`src/verilog/sdram_pkg.sv`:
```
`default_nettype none

package sdram_pkg;

    ////////////////////////////////////////////////////////////
    // widths and address fields
    ////////////////////////////////////////////////////////////

    localparam int NUM_BANKS = 4;

    typedef logic [22:0] user_addr_t;  // row 22:10, bank 9:8, col 7:0
    typedef logic [12:0] row_t;
    typedef logic [1:0]  bank_t;
    typedef logic [7:0]  col_t;
    typedef logic [31:0] word_t;

    function automatic row_t addr_row(user_addr_t addr);
        return addr[22:10];
    endfunction

    function automatic bank_t addr_bank(user_addr_t addr);
        return addr[9:8];
    endfunction

    function automatic col_t addr_col(user_addr_t addr);
        return addr[7:0];
    endfunction

    ////////////////////////////////////////////////////////////
    // command encoding {cs, ras, cas, we}
    ////////////////////////////////////////////////////////////

    typedef enum logic [3:0] {
        CMD_NOP       = 4'b0111,
        CMD_ACTIVE    = 4'b0011,
        CMD_READ      = 4'b0101,
        CMD_WRITE     = 4'b0100,
        CMD_PRECHARGE = 4'b0010,
        CMD_REFRESH   = 4'b0001
    } sdram_cmd_e;

    typedef enum logic [2:0] {
        IDLE,
        REFRESH,
        ACTIVATE,
        READ_BURST,
        WRITE,
        PRECHARGE,
        WAIT
    } seq_state_e;

endpackage

`default_nettype wire
```
`src/verilog/sdram_ifs.sv`:
```
`timescale 1ns/1ns
`default_nettype none

// sequencer <-> prefetch buffer
interface prefetch_if import sdram_pkg::*; ();
    user_addr_t lookup_addr;
    logic       hit;
    word_t      hit_data;
    logic       fill_start;   // clears the buffer, first READ of a burst
    logic       issue_valid;  // one per READ command
    user_addr_t issue_addr;
    logic       fill_done;    // last word of the burst landed
    word_t      fill_data;    // word of the requested address
    logic       wr_valid;
    user_addr_t wr_addr;

    modport sequencer (
        output lookup_addr, fill_start, issue_valid, issue_addr, wr_valid, wr_addr,
        input  hit, hit_data, fill_done, fill_data
    );
    modport buffer (
        input  lookup_addr, fill_start, issue_valid, issue_addr, wr_valid, wr_addr,
        output hit, hit_data, fill_done, fill_data
    );
endinterface

// sequencer -> pin registers, one cycle ahead of the pins
interface cmd_if import sdram_pkg::*; ();
    sdram_cmd_e  cmd;
    bank_t       ba;
    logic [12:0] a;
    word_t       wdata;
    logic        wen;

    modport source (output cmd, ba, a, wdata, wen);
    modport sink   (input cmd, ba, a, wdata, wen);
endinterface

`default_nettype wire

```
`src/verilog/sdram_ctrl_top.sv`:
```
`timescale 1ns/1ns
`default_nettype none

module sdram_ctrl_top import sdram_pkg::*; #(
    parameter int T_CAS            = 3,
    parameter int T_RCD            = 3,
    parameter int T_RP             = 3,
    parameter int T_RFC            = 7,
    parameter int REFRESH_INTERVAL = 750,
    parameter int PREFETCH_DEPTH   = 8
) (
    input  wire             clk,
    input  wire             rst,
    input  wire user_addr_t user_addr,
    input  wire             rw,          // 1 = write
    input  wire word_t      data_in,
    input  wire             in_valid,
    output word_t           data_out,
    output logic            busy,
    output logic            out_valid,
    output logic            sdram_cle,
    output logic            sdram_cs,
    output logic            sdram_ras,
    output logic            sdram_cas,
    output logic            sdram_we,
    output bank_t           sdram_ba,
    output logic [12:0]     sdram_a,
    input  wire word_t      sdram_dqi,
    output word_t           sdram_dqo,
    output logic            sdram_dq_oe
);

    logic       refresh_req;
    logic       refresh_ack;
    user_addr_t query_addr;
    logic       open_row;
    bank_t      close_bank;
    logic       close_all;
    logic       do_close;
    logic       row_open;
    logic       row_hit;
    word_t      dqi_q;

    prefetch_if pf_bus ();
    cmd_if      cmd_bus ();

    sdram_cmd_seq #(
        .T_RCD          (T_RCD),
        .T_RP           (T_RP),
        .T_RFC          (T_RFC),
        .PREFETCH_DEPTH (PREFETCH_DEPTH)
    ) u_seq (
        .clk         (clk),
        .rst         (rst),
        .user_addr   (user_addr),
        .rw          (rw),
        .data_in     (data_in),
        .in_valid    (in_valid),
        .refresh_req (refresh_req),
        .row_open    (row_open),
        .row_hit     (row_hit),
        .busy        (busy),
        .out_valid   (out_valid),
        .data_out    (data_out),
        .refresh_ack (refresh_ack),
        .query_addr  (query_addr),
        .open_row    (open_row),
        .close_bank  (close_bank),
        .close_all   (close_all),
        .do_close    (do_close),
        .pf          (pf_bus.sequencer),
        .cmd         (cmd_bus.source)
    );

    bank_row_tracker u_tracker (
        .clk        (clk),
        .rst        (rst),
        .query_addr (query_addr),
        .open_row   (open_row),
        .close_bank (close_bank),
        .close_all  (close_all),
        .do_close   (do_close),
        .row_open   (row_open),
        .row_hit    (row_hit)
    );

    refresh_timer #(.REFRESH_INTERVAL(REFRESH_INTERVAL)) u_refresh (
        .clk         (clk),
        .rst         (rst),
        .refresh_ack (refresh_ack),
        .refresh_req (refresh_req)
    );

    prefetch_buffer #(.T_CAS(T_CAS), .PREFETCH_DEPTH(PREFETCH_DEPTH)) u_prefetch (
        .clk   (clk),
        .rst   (rst),
        .dqi_q (dqi_q),
        .pf    (pf_bus.buffer)
    );

    sdram_pins u_pins (
        .clk         (clk),
        .rst         (rst),
        .sdram_dqi   (sdram_dqi),
        .cmd         (cmd_bus.sink),
        .dqi_q       (dqi_q),
        .sdram_cle   (sdram_cle),
        .sdram_cs    (sdram_cs),
        .sdram_ras   (sdram_ras),
        .sdram_cas   (sdram_cas),
        .sdram_we    (sdram_we),
        .sdram_ba    (sdram_ba),
        .sdram_a     (sdram_a),
        .sdram_dqo   (sdram_dqo),
        .sdram_dq_oe (sdram_dq_oe)
    );

endmodule

`default_nettype wire

```
`src/verilog/sdram_cmd_seq.sv`:
```
`timescale 1ns/1ns
`default_nettype none

module sdram_cmd_seq import sdram_pkg::*; #(
    parameter int T_RCD          = 3,
    parameter int T_RP           = 3,
    parameter int T_RFC          = 7,
    parameter int PREFETCH_DEPTH = 8
) (
    input  wire             clk,
    input  wire             rst,
    input  wire user_addr_t user_addr,
    input  wire             rw,
    input  wire word_t      data_in,
    input  wire             in_valid,
    input  wire             refresh_req,
    input  wire             row_open,
    input  wire             row_hit,
    output logic            busy,
    output logic            out_valid,
    output word_t           data_out,
    output logic            refresh_ack,
    output user_addr_t      query_addr,
    output logic            open_row,
    output bank_t           close_bank,
    output logic            close_all,
    output logic            do_close,
    prefetch_if.sequencer   pf,
    cmd_if.source           cmd
);

    localparam int BW = $clog2(PREFETCH_DEPTH + 1);

    seq_state_e    state;
    seq_state_e    next_state;  // target of WAIT
    logic [7:0]    wait_cnt;
    logic [BW-1:0] burst_cnt;
    logic          up;
    logic          q_valid;
    user_addr_t    q_addr;
    logic          q_rw;
    word_t         q_data;
    user_addr_t    addr_q;      // request in service
    logic          rw_q;
    word_t         wdata_q;
    logic          pre_all;
    logic          resp_pend;
    word_t         resp_word;
    logic          take;
    col_t          burst_col;

    assign busy        = q_valid | ~up;
    assign take        = (state == IDLE) && !refresh_req && q_valid;
    assign refresh_ack = (state == IDLE) && refresh_req;   // refresh wins over the queue
    assign query_addr  = (state == IDLE) ? q_addr : addr_q;
    assign burst_col   = addr_col(addr_q) + col_t'(burst_cnt);  // wraps inside the row

    assign pf.lookup_addr = q_addr;

    ////////////////////////////////////////////////////////////
    // command bus and side strobes
    ////////////////////////////////////////////////////////////

    always_comb begin
        cmd.cmd        = CMD_NOP;
        cmd.ba         = addr_bank(addr_q);
        cmd.a          = '0;
        cmd.wdata      = wdata_q;
        cmd.wen        = 1'b0;
        open_row       = 1'b0;
        do_close       = 1'b0;
        close_all      = pre_all;
        close_bank     = addr_bank(addr_q);
        pf.fill_start  = 1'b0;
        pf.issue_valid = 1'b0;
        pf.issue_addr  = {addr_row(addr_q), addr_bank(addr_q), burst_col};
        pf.wr_valid    = 1'b0;
        pf.wr_addr     = addr_q;
        case (state)
            ACTIVATE: begin
                cmd.cmd  = CMD_ACTIVE;
                cmd.a    = addr_row(addr_q);
                open_row = 1'b1;
            end
            PRECHARGE: begin
                cmd.cmd   = CMD_PRECHARGE;
                cmd.a[10] = pre_all;   // all banks
                do_close  = 1'b1;
            end
            REFRESH: cmd.cmd = CMD_REFRESH;
            WRITE: begin
                cmd.cmd     = CMD_WRITE;
                cmd.a       = {3'b000, addr_col(addr_q), 2'b00};
                cmd.wen     = 1'b1;
                pf.wr_valid = 1'b1;    // drop a stale copy from the buffer
            end
            READ_BURST: begin
                if (burst_cnt < PREFETCH_DEPTH) begin
                    cmd.cmd        = CMD_READ;
                    cmd.a          = {3'b000, burst_col, 2'b00};
                    pf.issue_valid = 1'b1;
                    pf.fill_start  = (burst_cnt == '0);
                end
            end
            default: ;
        endcase
    end

    ////////////////////////////////////////////////////////////
    // state machine and queue control
    ////////////////////////////////////////////////////////////

    always_ff @(posedge clk) begin
        if (rst) begin
            state      <= IDLE;
            next_state <= IDLE;
            wait_cnt   <= '0;
            burst_cnt  <= '0;
            up         <= 1'b0;
            q_valid    <= 1'b0;
            pre_all    <= 1'b0;
            resp_pend  <= 1'b0;
            out_valid  <= 1'b0;
        end else begin
            up        <= 1'b1;
            out_valid <= resp_pend;
            resp_pend <= 1'b0;
            if (!busy && in_valid) begin
                q_valid <= 1'b1;
            end else if (take) begin
                q_valid <= 1'b0;
            end
            case (state)
                IDLE: begin
                    if (refresh_req) begin
                        pre_all    <= 1'b1;
                        next_state <= REFRESH;
                        state      <= PRECHARGE;
                    end else if (q_valid) begin
                        if (!q_rw && pf.hit) begin
                            resp_pend <= 1'b1;        // answered from the buffer
                        end else if (row_hit) begin
                            state <= q_rw ? WRITE : READ_BURST;
                        end else if (row_open) begin
                            pre_all    <= 1'b0;       // other row open in this bank
                            next_state <= ACTIVATE;
                            state      <= PRECHARGE;
                        end else begin
                            state <= ACTIVATE;
                        end
                    end
                end
                PRECHARGE: begin
                    wait_cnt <= 8'(T_RP - 1);
                    state    <= WAIT;
                end
                ACTIVATE: begin
                    wait_cnt   <= 8'(T_RCD - 1);
                    next_state <= rw_q ? WRITE : READ_BURST;
                    state      <= WAIT;
                end
                REFRESH: begin
                    wait_cnt   <= 8'(T_RFC - 1);
                    next_state <= IDLE;
                    state      <= WAIT;
                end
                WAIT: begin
                    if (wait_cnt == '0) begin
                        state <= next_state;
                    end else begin
                        wait_cnt <= wait_cnt - 1'b1;
                    end
                end
                WRITE: state <= IDLE;
                READ_BURST: begin
                    if (burst_cnt < PREFETCH_DEPTH) begin
                        burst_cnt <= burst_cnt + 1'b1;
                    end else if (pf.fill_done) begin
                        burst_cnt <= '0;
                        resp_pend <= 1'b1;
                        state     <= IDLE;
                    end
                end
                default: state <= IDLE;
            endcase
        end
    end

    // request payload and response data
    always_ff @(posedge clk) begin
        if (!busy && in_valid) begin
            q_addr <= user_addr;
            q_rw   <= rw;
            q_data <= data_in;
        end
        if (take) begin
            addr_q    <= q_addr;
            rw_q      <= q_rw;
            wdata_q   <= q_data;
            resp_word <= pf.hit_data;
        end else if (state == READ_BURST && pf.fill_done) begin
            resp_word <= pf.fill_data;
        end
        if (resp_pend) begin
            data_out <= resp_word;
        end
    end

endmodule

`default_nettype wire

```
`src/verilog/sdram_pins.sv`:
```
`timescale 1ns/1ns
`default_nettype none

module sdram_pins import sdram_pkg::*; (
    input  wire         clk,
    input  wire         rst,
    input  wire word_t  sdram_dqi,
    cmd_if.sink         cmd,
    output word_t       dqi_q,
    output logic        sdram_cle,
    output logic        sdram_cs,
    output logic        sdram_ras,
    output logic        sdram_cas,
    output logic        sdram_we,
    output bank_t       sdram_ba,
    output logic [12:0] sdram_a,
    output word_t       sdram_dqo,
    output logic        sdram_dq_oe
);

    always_ff @(posedge clk) begin
        if (rst) begin
            sdram_cle <= 1'b0;
            {sdram_cs, sdram_ras, sdram_cas, sdram_we} <= CMD_NOP;
            sdram_dq_oe <= 1'b0;
        end else begin
            sdram_cle <= 1'b1;
            {sdram_cs, sdram_ras, sdram_cas, sdram_we} <= cmd.cmd;
            sdram_dq_oe <= cmd.wen;   // only with the WRITE itself
        end
    end

    always_ff @(posedge clk) begin
        sdram_ba  <= cmd.ba;
        sdram_a   <= cmd.a;
        sdram_dqo <= cmd.wdata;
        dqi_q     <= sdram_dqi;       // capture stage for the buffer
    end

endmodule

`default_nettype wire

```
`src/verilog/prefetch_buffer.sv`:
```
`timescale 1ns/1ns
`default_nettype none

module prefetch_buffer import sdram_pkg::*; #(
    parameter int T_CAS          = 3,
    parameter int PREFETCH_DEPTH = 8
) (
    input  wire        clk,
    input  wire        rst,
    input  wire word_t dqi_q,
    prefetch_if.buffer pf
);

    // issue -> pin register -> CAS latency -> capture register
    localparam int DLY = T_CAS + 2;
    localparam int PW  = $clog2(PREFETCH_DEPTH);

    logic [DLY-1:0]            dly_v;
    user_addr_t                dly_a [DLY];
    user_addr_t                tags [PREFETCH_DEPTH];
    word_t                     data [PREFETCH_DEPTH];
    logic [PREFETCH_DEPTH-1:0] valid;
    logic [PW-1:0]             wr_ptr;
    logic                      land;

    assign land         = dly_v[DLY-1];  // dqi_q holds the word of dly_a[DLY-1]
    assign pf.fill_data = data[0];

    ////////////////////////////////////////////////////////////
    // fill pipeline
    ////////////////////////////////////////////////////////////

    always_ff @(posedge clk) begin
        if (rst) begin
            dly_v <= '0;
        end else begin
            dly_v <= {dly_v[DLY-2:0], pf.issue_valid};
        end
    end

    always_ff @(posedge clk) begin
        dly_a[0] <= pf.issue_addr;
        for (int i = 1; i < DLY; i++) begin
            dly_a[i] <= dly_a[i-1];
        end
        if (land) begin
            tags[wr_ptr] <= dly_a[DLY-1];
            data[wr_ptr] <= dqi_q;
        end
    end

    always_ff @(posedge clk) begin
        if (rst) begin
            valid        <= '0;
            wr_ptr       <= '0;
            pf.fill_done <= 1'b0;
        end else begin
            pf.fill_done <= land && (wr_ptr == PW'(PREFETCH_DEPTH - 1));
            if (pf.fill_start) begin
                valid  <= '0;
                wr_ptr <= '0;
            end else if (land) begin
                valid[wr_ptr] <= 1'b1;
                wr_ptr        <= wr_ptr + 1'b1;
            end
            if (pf.wr_valid) begin
                for (int i = 0; i < PREFETCH_DEPTH; i++) begin
                    if (valid[i] && tags[i] == pf.wr_addr) begin
                        valid[i] <= 1'b0;   // write hit
                    end
                end
            end
        end
    end

    // parallel tag compare, tags are unique within a fill
    always_comb begin
        pf.hit      = 1'b0;
        pf.hit_data = '0;
        for (int i = 0; i < PREFETCH_DEPTH; i++) begin
            if (valid[i] && tags[i] == pf.lookup_addr) begin
                pf.hit      = 1'b1;
                pf.hit_data = data[i];
            end
        end
    end

endmodule

`default_nettype wire

```
`src/verilog/bank_row_tracker.sv`:
```
`timescale 1ns/1ns
`default_nettype none

module bank_row_tracker import sdram_pkg::*; (
    input  wire             clk,
    input  wire             rst,
    input  wire user_addr_t query_addr,
    input  wire             open_row,    // ACTIVATE for the queried bank
    input  wire bank_t      close_bank,
    input  wire             close_all,
    input  wire             do_close,
    output logic            row_open,
    output logic            row_hit
);

    logic [NUM_BANKS-1:0] bank_open;
    row_t                 open_rows [NUM_BANKS];
    bank_t                q_bank;

    assign q_bank   = addr_bank(query_addr);
    assign row_open = bank_open[q_bank];
    assign row_hit  = row_open && (open_rows[q_bank] == addr_row(query_addr));

    always_ff @(posedge clk) begin
        if (rst) begin
            bank_open <= '0;
        end else if (do_close) begin
            if (close_all) begin
                bank_open <= '0;
            end else begin
                bank_open[close_bank] <= 1'b0;
            end
        end else if (open_row) begin
            bank_open[q_bank] <= 1'b1;
        end
    end

    always_ff @(posedge clk) begin
        if (open_row) begin
            open_rows[q_bank] <= addr_row(query_addr);
        end
    end

endmodule

`default_nettype wire

```
`src/verilog/refresh_timer.sv`:
```
`timescale 1ns/1ns
`default_nettype none

module refresh_timer #(
    parameter int REFRESH_INTERVAL = 750
) (
    input  wire  clk,
    input  wire  rst,
    input  wire  refresh_ack,
    output logic refresh_req
);

    localparam int CW = $clog2(REFRESH_INTERVAL);

    logic [CW-1:0] cnt;

    always_ff @(posedge clk) begin
        if (rst) begin
            cnt         <= '0;
            refresh_req <= 1'b0;
        end else begin
            if (refresh_ack) begin
                refresh_req <= 1'b0;
            end
            if (cnt == CW'(REFRESH_INTERVAL - 1)) begin
                cnt         <= '0;
                refresh_req <= 1'b1;   // held until the sequencer takes it
            end else begin
                cnt <= cnt + 1'b1;
            end
        end
    end

endmodule

`default_nettype wire

```
`config.mk`:
```
export PLATFORM = sky130hd
export DESIGN_NAME = sdram_ctrl_top
export DESIGN_NICKNAME = d
export VERILOG_FILES = /design/src/verilog/sdram_pkg.sv /design/src/verilog/sdram_ifs.sv /design/src/verilog/sdram_ctrl_top.sv /design/src/verilog/sdram_cmd_seq.sv /design/src/verilog/sdram_pins.sv /design/src/verilog/prefetch_buffer.sv /design/src/verilog/bank_row_tracker.sv /design/src/verilog/refresh_timer.sv
export SDC_FILE = /design/constraint.sdc
export NUM_CORES = 1
export LEC_CHECK = 0
export BUFFER_PORTS_ARGS = -buffer_cell sky130_fd_sc_hd__buf_4
export CAP_MARGIN = 30
export CORE_MARGIN = 1.5
export CORE_UTILIZATION = 55
export DETAILED_ROUTE_END_ITERATION = 6
export PLACE_DENSITY = 0.76
export SLEW_MARGIN = 40
export SYNTH_ARGS = -nofsm -noshare
export SYNTH_HDL_FRONTEND = slang
export SYNTH_SLANG_ARGS = --single-unit
```
`constraint.sdc`:
```
create_clock -name clk -period 4.6 [get_ports clk]
set_input_delay 1.15 -clock clk [delete_from_list [all_inputs] [get_ports clk]]
set_output_delay 1.15 -clock clk [all_outputs]
set_load 0.05 [all_outputs]
```
==> results.toml, run 1 <==
[clocking]
cts_buffer_depth = 3
cts_tree = "yes"
clkLatencyLatePin_ns = 0.66
hold_buffers = 0
ctsResizeCount = 0
numClockSinks = 919
cts_max_level = 3
cts-root-buf = "clkbuf_16"
cts_setup_buffers = 0
clk_pin_slew_worst_paths_ns = 0.06
numCtsBuffers = 91

[route]
wl_mm = 98.00
post_drt_wl_per_cell_um = 27.81
via_per_inst = 6.031
postRouteAntennaNets = 0
drc = 0
via_count = 21250
drt_iter0_markers = 2276
drt-pass1-iter-count = 6

[yosys]
yosysSeqAreaShare_pct = 72.34
synth_top_cell_area_share_pct = 57.85
ys_ff_latch = 919
ys.warnings.count = 0
syn-cell-area_mm2 = 0.03468
synth_cell_types = 67
synth_area_leaders = "edfxtp_1, dfxtp_1, xor2_1"
synth_top_area_cell = "edfxtp_1"
synth.avg_cell_area_um2 = 14.56
synthCells = 2381
synth-main-ff-cell = "edfxtp_1"
synthArstFlopShare_pct = 0
synth_edf_count = 668
syn_nets = 2484

[layout]
area_growth_pct = 17.18
layout-drive-gt1-share_pct = 16.97
nets = 2711
fill_cells = 4353
instances_no_fill = 3524
antenna_cells = 0

[hold_path]
hold_depth = 0
hold_end = "u_prefetch.dly_a[0][35]$_DFF_P_"
worstHoldStart = "u_prefetch.dly_a[0][12]$_DFF_P_"
holdCritPathClass = "reg2reg"

[sta]
rsz0062_at_grt = "false"
setup_violations = 0
drv_slew = 0
max_freq_mhz = 262.1
fin_setup_tns_ns = 0
finalHoldViolCount = 0
tightest_slew_ns = 0.9101
fin_crit_sh_pct = 82.95
max_slew_margin_pct = 39.25
fin_skew_ns = 0.02567
min_period_ns = 3.816

[setup_path]
worstSetupStartpointType = "flip-flop"
r2r_end = "u_seq.resp_word[15]$_DFFE_PP_"
rrSetupSlack_ns = 0.78
reg2reg_from = "u_seq.pf.lookup_addr[11]$_DFFE_PP_"
crit_required_ns = 4.99
crit_path_cell_trace = "xor2_1 > nor4_1 > nand4_1 > or3_2 > buf_4 > nor2_1 > a311oi_1 > o21ai_0 > a21oi_1"
worstSetupPathType = "reg2reg"
cp_top_family = "simple AND/OR/NAND/NOR gates"
crit_start = "u_seq.pf.lookup_addr[11]$_DFFE_PP_"
crit_path_end_kind = "flip-flop"
r2r_cells = 9
cpMaxStageDelayCell = "edfxtp_1"
crit_path_max_incr_delay_ns = 0.94
path_buf_inv = 1
worstPathMaxFanout = 48
arrival_ns = 4.20

[power]
p_per_area_mw_per_mm2 = 435.8
p_int_w = 0.01386
power_frac_clock_pct = 43.6
p_comb_share_pct = 4.3
switching_share_pct = 21.72
p_leak_nw = 14.07
vdd_drop_max_v = 0.0003916
switchingPower_w = 0.003846
seqPwrFrac_pct = 52.1

[floorplan]
row_count = 91
die_x_um = 254.1
num_io_pins = 178
coreArea_mm2 = 0.06205
initial_utilization_pct = 55.88
die_area_mm2 = 0.06456
fp.dieH_um = 254.1

[run]
max_cap_viol_count = 0

[global_route]
grt_use_met3_pct = 5.582
overflow = 0
grtUsageTotal_pct = 30.64
grt_max_degree = 66
grt_pass1_wl_mm = 141.5
antenna_found_initial = 1
grt_pass1_vias = 21410
use_met1_pct = 41.53
met2_usage_pct = 49.13
busiest_layer = "met2"

[place]
place_hpwl_mm = 63.86
place_congestion = 0.9628
port_buffers = 176
placed_cells = 3352

[outcome]
status = "finished, final reports clean"
## routing by layer
layer  part of all wire (%)  vias up
li1                       -     9248
met1                     40    10690
met2                     47     1131
met3                    8.7      181
met4                    3.8        0
met5                      0        -
## worst max-delay path by stage
stage | to | depth (start not counted)
after floorplan | u_seq.pf.lookup_addr[0]$_DFFE_PP_ | 2
after CTS | u_seq.resp_word[15]$_DFFE_PP_ | 9
after global placement | u_seq.next_state[1]$_SDFFE_PP0P_ | 9
after detailed placement | u_seq.next_state[1]$_SDFFE_PP0P_ | 11
final | u_seq.resp_word[15]$_DFFE_PP_ | 9
after global routing | u_seq.next_state[1]$_SDFFE_PP0P_ | 11
## power by group through the flow
stage | Sequential (W) | Combinational [W] | Clock, W
floorplan | 0.00934 | 0.000429 | 0
global placement | 0.00939 | 0.000733 | 0
detailed placement | 0.00939 | 0.000754 | 0
CTS | 0.00922 | 0.000759 | 0.00782
global route | 0.00923 | 0.000810 | 0.00813
finish | 0.00922 | 0.000765 | 0.00772
## state kept, by name, summed over array words and instances, names as in the netlist, 52 cells and up
signal	flops
u_prefetch.data	256
u_prefetch.dly_a	114
u_prefetch.tags	184
u_tracker.open_rows	52
## logic make-up (layout without fill, tap and decap cells)
family                     count (synthesis)  count (layout)  share of synthesized area, %
muxes                                     46              46                         1.454
buffers and inverters                    155             461                         1.905
and+or+nand+nor                          545             545                         8.046
xor gates and xnor gates                 400             400                         10.10
AOI/OAI and AO/OA                        303             303                         5.690
DFF                                      919             919                         72.34
other                                      1               1                       0.01081
adders and majority gates                 12              12                        0.4546
## stage by stage
| step | hold slack (ns) | util, % | instance area (um2) | worst slack (ns) | power, W |
|---|---|---|---|---|---|
| after floorplan | 0.3096 | - | 34690 | 0.5482 | 0.009772 |
| after global placement | 0.3097 | 60.00 | 37230 | 0.9237 | 0.01012 |
| after detailed placement | 0.3121 | 60.36 | 37450 | 0.8908 | 0.01015 |
| after CTS | 0.3243 | 65.48 | 40630 | 0.8849 | 0.01780 |
| after global routing | 0.3263 | 65.48 | 40640 | 0.6076 | 0.01817 |
| final | 0.3209 | 65.48 | 40640 | 0.7844 | 0.01771 |
## placed cells by master (no fill, tap or decap), types with 33 or more instances in the layout
| cell type | n |
|---|---|
| nand4_1 | 55 |
| xnor2_1 | 176 |
| dfxtp_1 | 250 |
| nand3_1 | 77 |
| nor2_1 | 93 |
| o21ai_0 | 85 |
| nand2_1 | 111 |
| nor4_1 | 70 |
| xor2_1 | 224 |
| clkbuf_16 | 101 |
| buf_4 | 232 |
| and2_1 | 42 |
| inv_1 | 34 |
| edfxtp_1 | 668 |
| a21oi_1 | 71 |
| a311oi_1 | 33 |
## area by class of cell
cell class,count,area (um2),area share [%]
clock buffers,123,2700,6.645
clock inverters,49,478.0,1.176
inverters,36,137.6,0.3387
multi-input cells,1307,9067,22.31
flip-flops and latches,919,25090,61.74
well taps,837,1047,2.577
repair buffers,253,2117,5.210
## cell usage after synthesis, drive strengths merged, types with 15 or more instances
cell type and count:
mux2i 29, dfxtp 251, buf 45, xor2 224, nor4 72, o22ai 27
edfxtp 668, nand3 77, xnor2 176, nor3 33, o21ai 85, a21oi 71
a311oi 33, inv 35, and2 43, nand2 111, a221oi 27, nand4 55
nor2 104, clkbuf 74, mux2 15
Power figures use the tool's default switching activity.
==> run 2, diff against run 1 <==
- clock period: 4.6 -> 3.23 ns (I/O delays scaled with it)
==> run 2 against run 1 <==
Global-route usage grew 0.26 points. Worst hold slack got worse by 0.066 ns. Clock power rose by 39%. Highest routed layer is now met5. Non-clock buffer count up 105. Via count increased by 2.6%. Routed wire length grew 1.2%. Fmax grew 19%.
==> results.toml, run 2 (synthesis results as in run 1) <==
[route]
drt_iter0_markers = 2525
via_per_inst = 6.011
drt-pass1-iter-count = 7
via_count = 21800
postRouteAntennaNets = 0
wl_mm = 99.13
drc = 0
post_drt_wl_per_cell_um = 27.33

[clocking]
cts_max_level = 3
numCtsBuffers = 91
cts-root-buf = "clkbuf_16"
cts_tree = "yes"
clkLatencyLatePin_ns = 0.66
clk_pin_slew_worst_paths_ns = 0.06
numClockSinks = 919
hold_buffers = 0
cts_buffer_depth = 3

[floorplan]
num_io_pins = 178
coreArea_mm2 = 0.06205
fp.dieH_um = 254.1
row_count = 91
die_x_um = 254.1
initial_utilization_pct = 55.88
die_area_mm2 = 0.06456

[sta]
fin_skew_ns = 0.03421
max_slew_margin_pct = 39.35
max_freq_mhz = 313.1
worst_slack_ns = 0.03643
fin_crit_sh_pct = 98.87
tightest_slew_ns = 0.9084
drv_slew = 0
min_period_ns = 3.194
finalHoldViolCount = 0
setup_violations = 0

[layout]
antenna_cells = 0
fill_cells = 4359
multiInputGateArea_mm2 = 0.009111
final_cell_mix = "edfxtp_1, buf_4, dfxtp_1"
largest_registers = "u_prefetch.data x256, u_prefetch.tags x184, u_prefetch.dly_a x114"
nets = 2816
largest_register = "u_prefetch.data"
layout-drive-gt1-share_pct = 20.18
register_area_mm2 = 0.02509
layout_commonest_cell = "edfxtp_1"
post-route-util_pct = 66.87
instances_no_fill = 3627
largest_reg_flops = 256
area_growth_pct = 19.66

[place]
placed_cells = 3427
place_worst_setup_slack_ns = -0.07785
place_congestion = 0.9360
port_buffers = 176
place_hpwl_mm = 63.09

[global_route]
busiest_layer = "met2"
overflow = 0
grtUsageTotal_pct = 30.90
grt_use_met3_pct = 6.279
grt_max_degree = 57
grt_pass1_wl_mm = 142.2
antenna_found_initial = 5
met2_usage_pct = 48.91
grt_pass1_vias = 21680
use_met1_pct = 43.28

[setup_path]
arrival_ns = 3.71
worstSetupStartpointType = "flip-flop"
crit_path_max_incr_delay_ns = 0.51
crit_path_end_kind = "flip-flop"
worstSetupPathType = "reg2reg"
cpMaxStageDelayCell = "mux4_2"
crit_path_cell_trace = "buf_4 > nor4b_4 > buf_4 > buf_4 > nor2_4 > buf_12 > mux4_2 > a221oi_2 > nand4b_1 > or3_4 > nor3b_2 > a211oi_1"
crit_required_ns = 3.74
worstPathMaxFanout = 10
crit_top_cell = "buf_4"

[power]
vdd_drop_max_v = 0.0007294
p_leak_nw = 14.57
power_w = 0.02503
p_per_area_mw_per_mm2 = 603.1

[run]
max_cap_viol_count = 0

[hold_path]
holdCritPathClass = "in2reg"

[outcome]
status = "finished, final reports clean"
==> run 2: metal layers <==
layer / routed length (um) / up-vias
met1: 40150 / 10890
met4: 2915 / 4
met5: 23 / -
met2: 46390 / 1258
met3: 9647 / 193
li1: - / 9456
==> run 2: critical path, delay by kind of cell (launching register included) <==
| family | cells | cell delay, ns |
|---|---|---|
| AND/OR/NAND/NOR | 5 | 1.10 |
| multiplexers | 1 | 0.51 |
| AO/OA/AOI/OAI | 2 | 0.36 |
| buffers and inverters | 4 | 0.64 |
| flip-flops | 1 | 0.43 |
==> run 2: final cells by class <==
class | instances | area share (%)
clock inverter | 38 | 0.8322
clock buffer | 132 | 6.555
sequential | 919 | 60.46
multi-input combinational | 1307 | 21.96
inverter | 36 | 0.3317
tap | 837 | 2.524
timing repair buffer | 358 | 7.339
==> run 2: metrics by stage <==
step	setup TNS, ns	cell area, um2	hold WS (ns)
after floorplan	-98.39	34700	0.3096
after global placement	-0.1241	38070	0.3100
after detailed placement	-0.3675	38100	0.3121
after CTS	0	41180	0.2298
after global routing	-0.08436	41500	0.2234
final	0	41500	0.2547
==> run 2: final timing paths <==
kind,start,to,slack [ns],cells past startpoint
worst min register to register,u_prefetch.dly_a[0][80]$_DFF_P_,u_prefetch.dly_a[0][103]$_DFF_P_,0.32,0
worst max register to register,u_seq.pf.lookup_addr[8]$_DFFE_PP_,u_seq.state[2]$_SDFFE_PP0P_,0.04,12
worst min-delay path,sdram_dqi[6],u_pins.dqi_q[6]$_DFF_P_,0.25,1
worst max-delay path,u_seq.pf.lookup_addr[8]$_DFFE_PP_,u_seq.state[2]$_SDFFE_PP0P_,0.04,12
==> run 2: power by group <==
| part | internal, W | switching, W | total (W) | leakage [nW] |
|---|---|---|---|---|
| clock network | 0.00620 | 0.00447 | 0.0107 | 1.51 |
| logic | 0.000490 | 0.000776 | 0.00127 | 4.93 |
| registers | 0.0129 | 0.000212 | 0.0131 | 8.13 |
==> run 2: what timing repair did <==
item	4_1_cts	5_1_grt
resized for setup	2	15
setup buffers	0	29
cloned	0	1
pin swaps	1	4
endpoints found under the setup margin	24	25
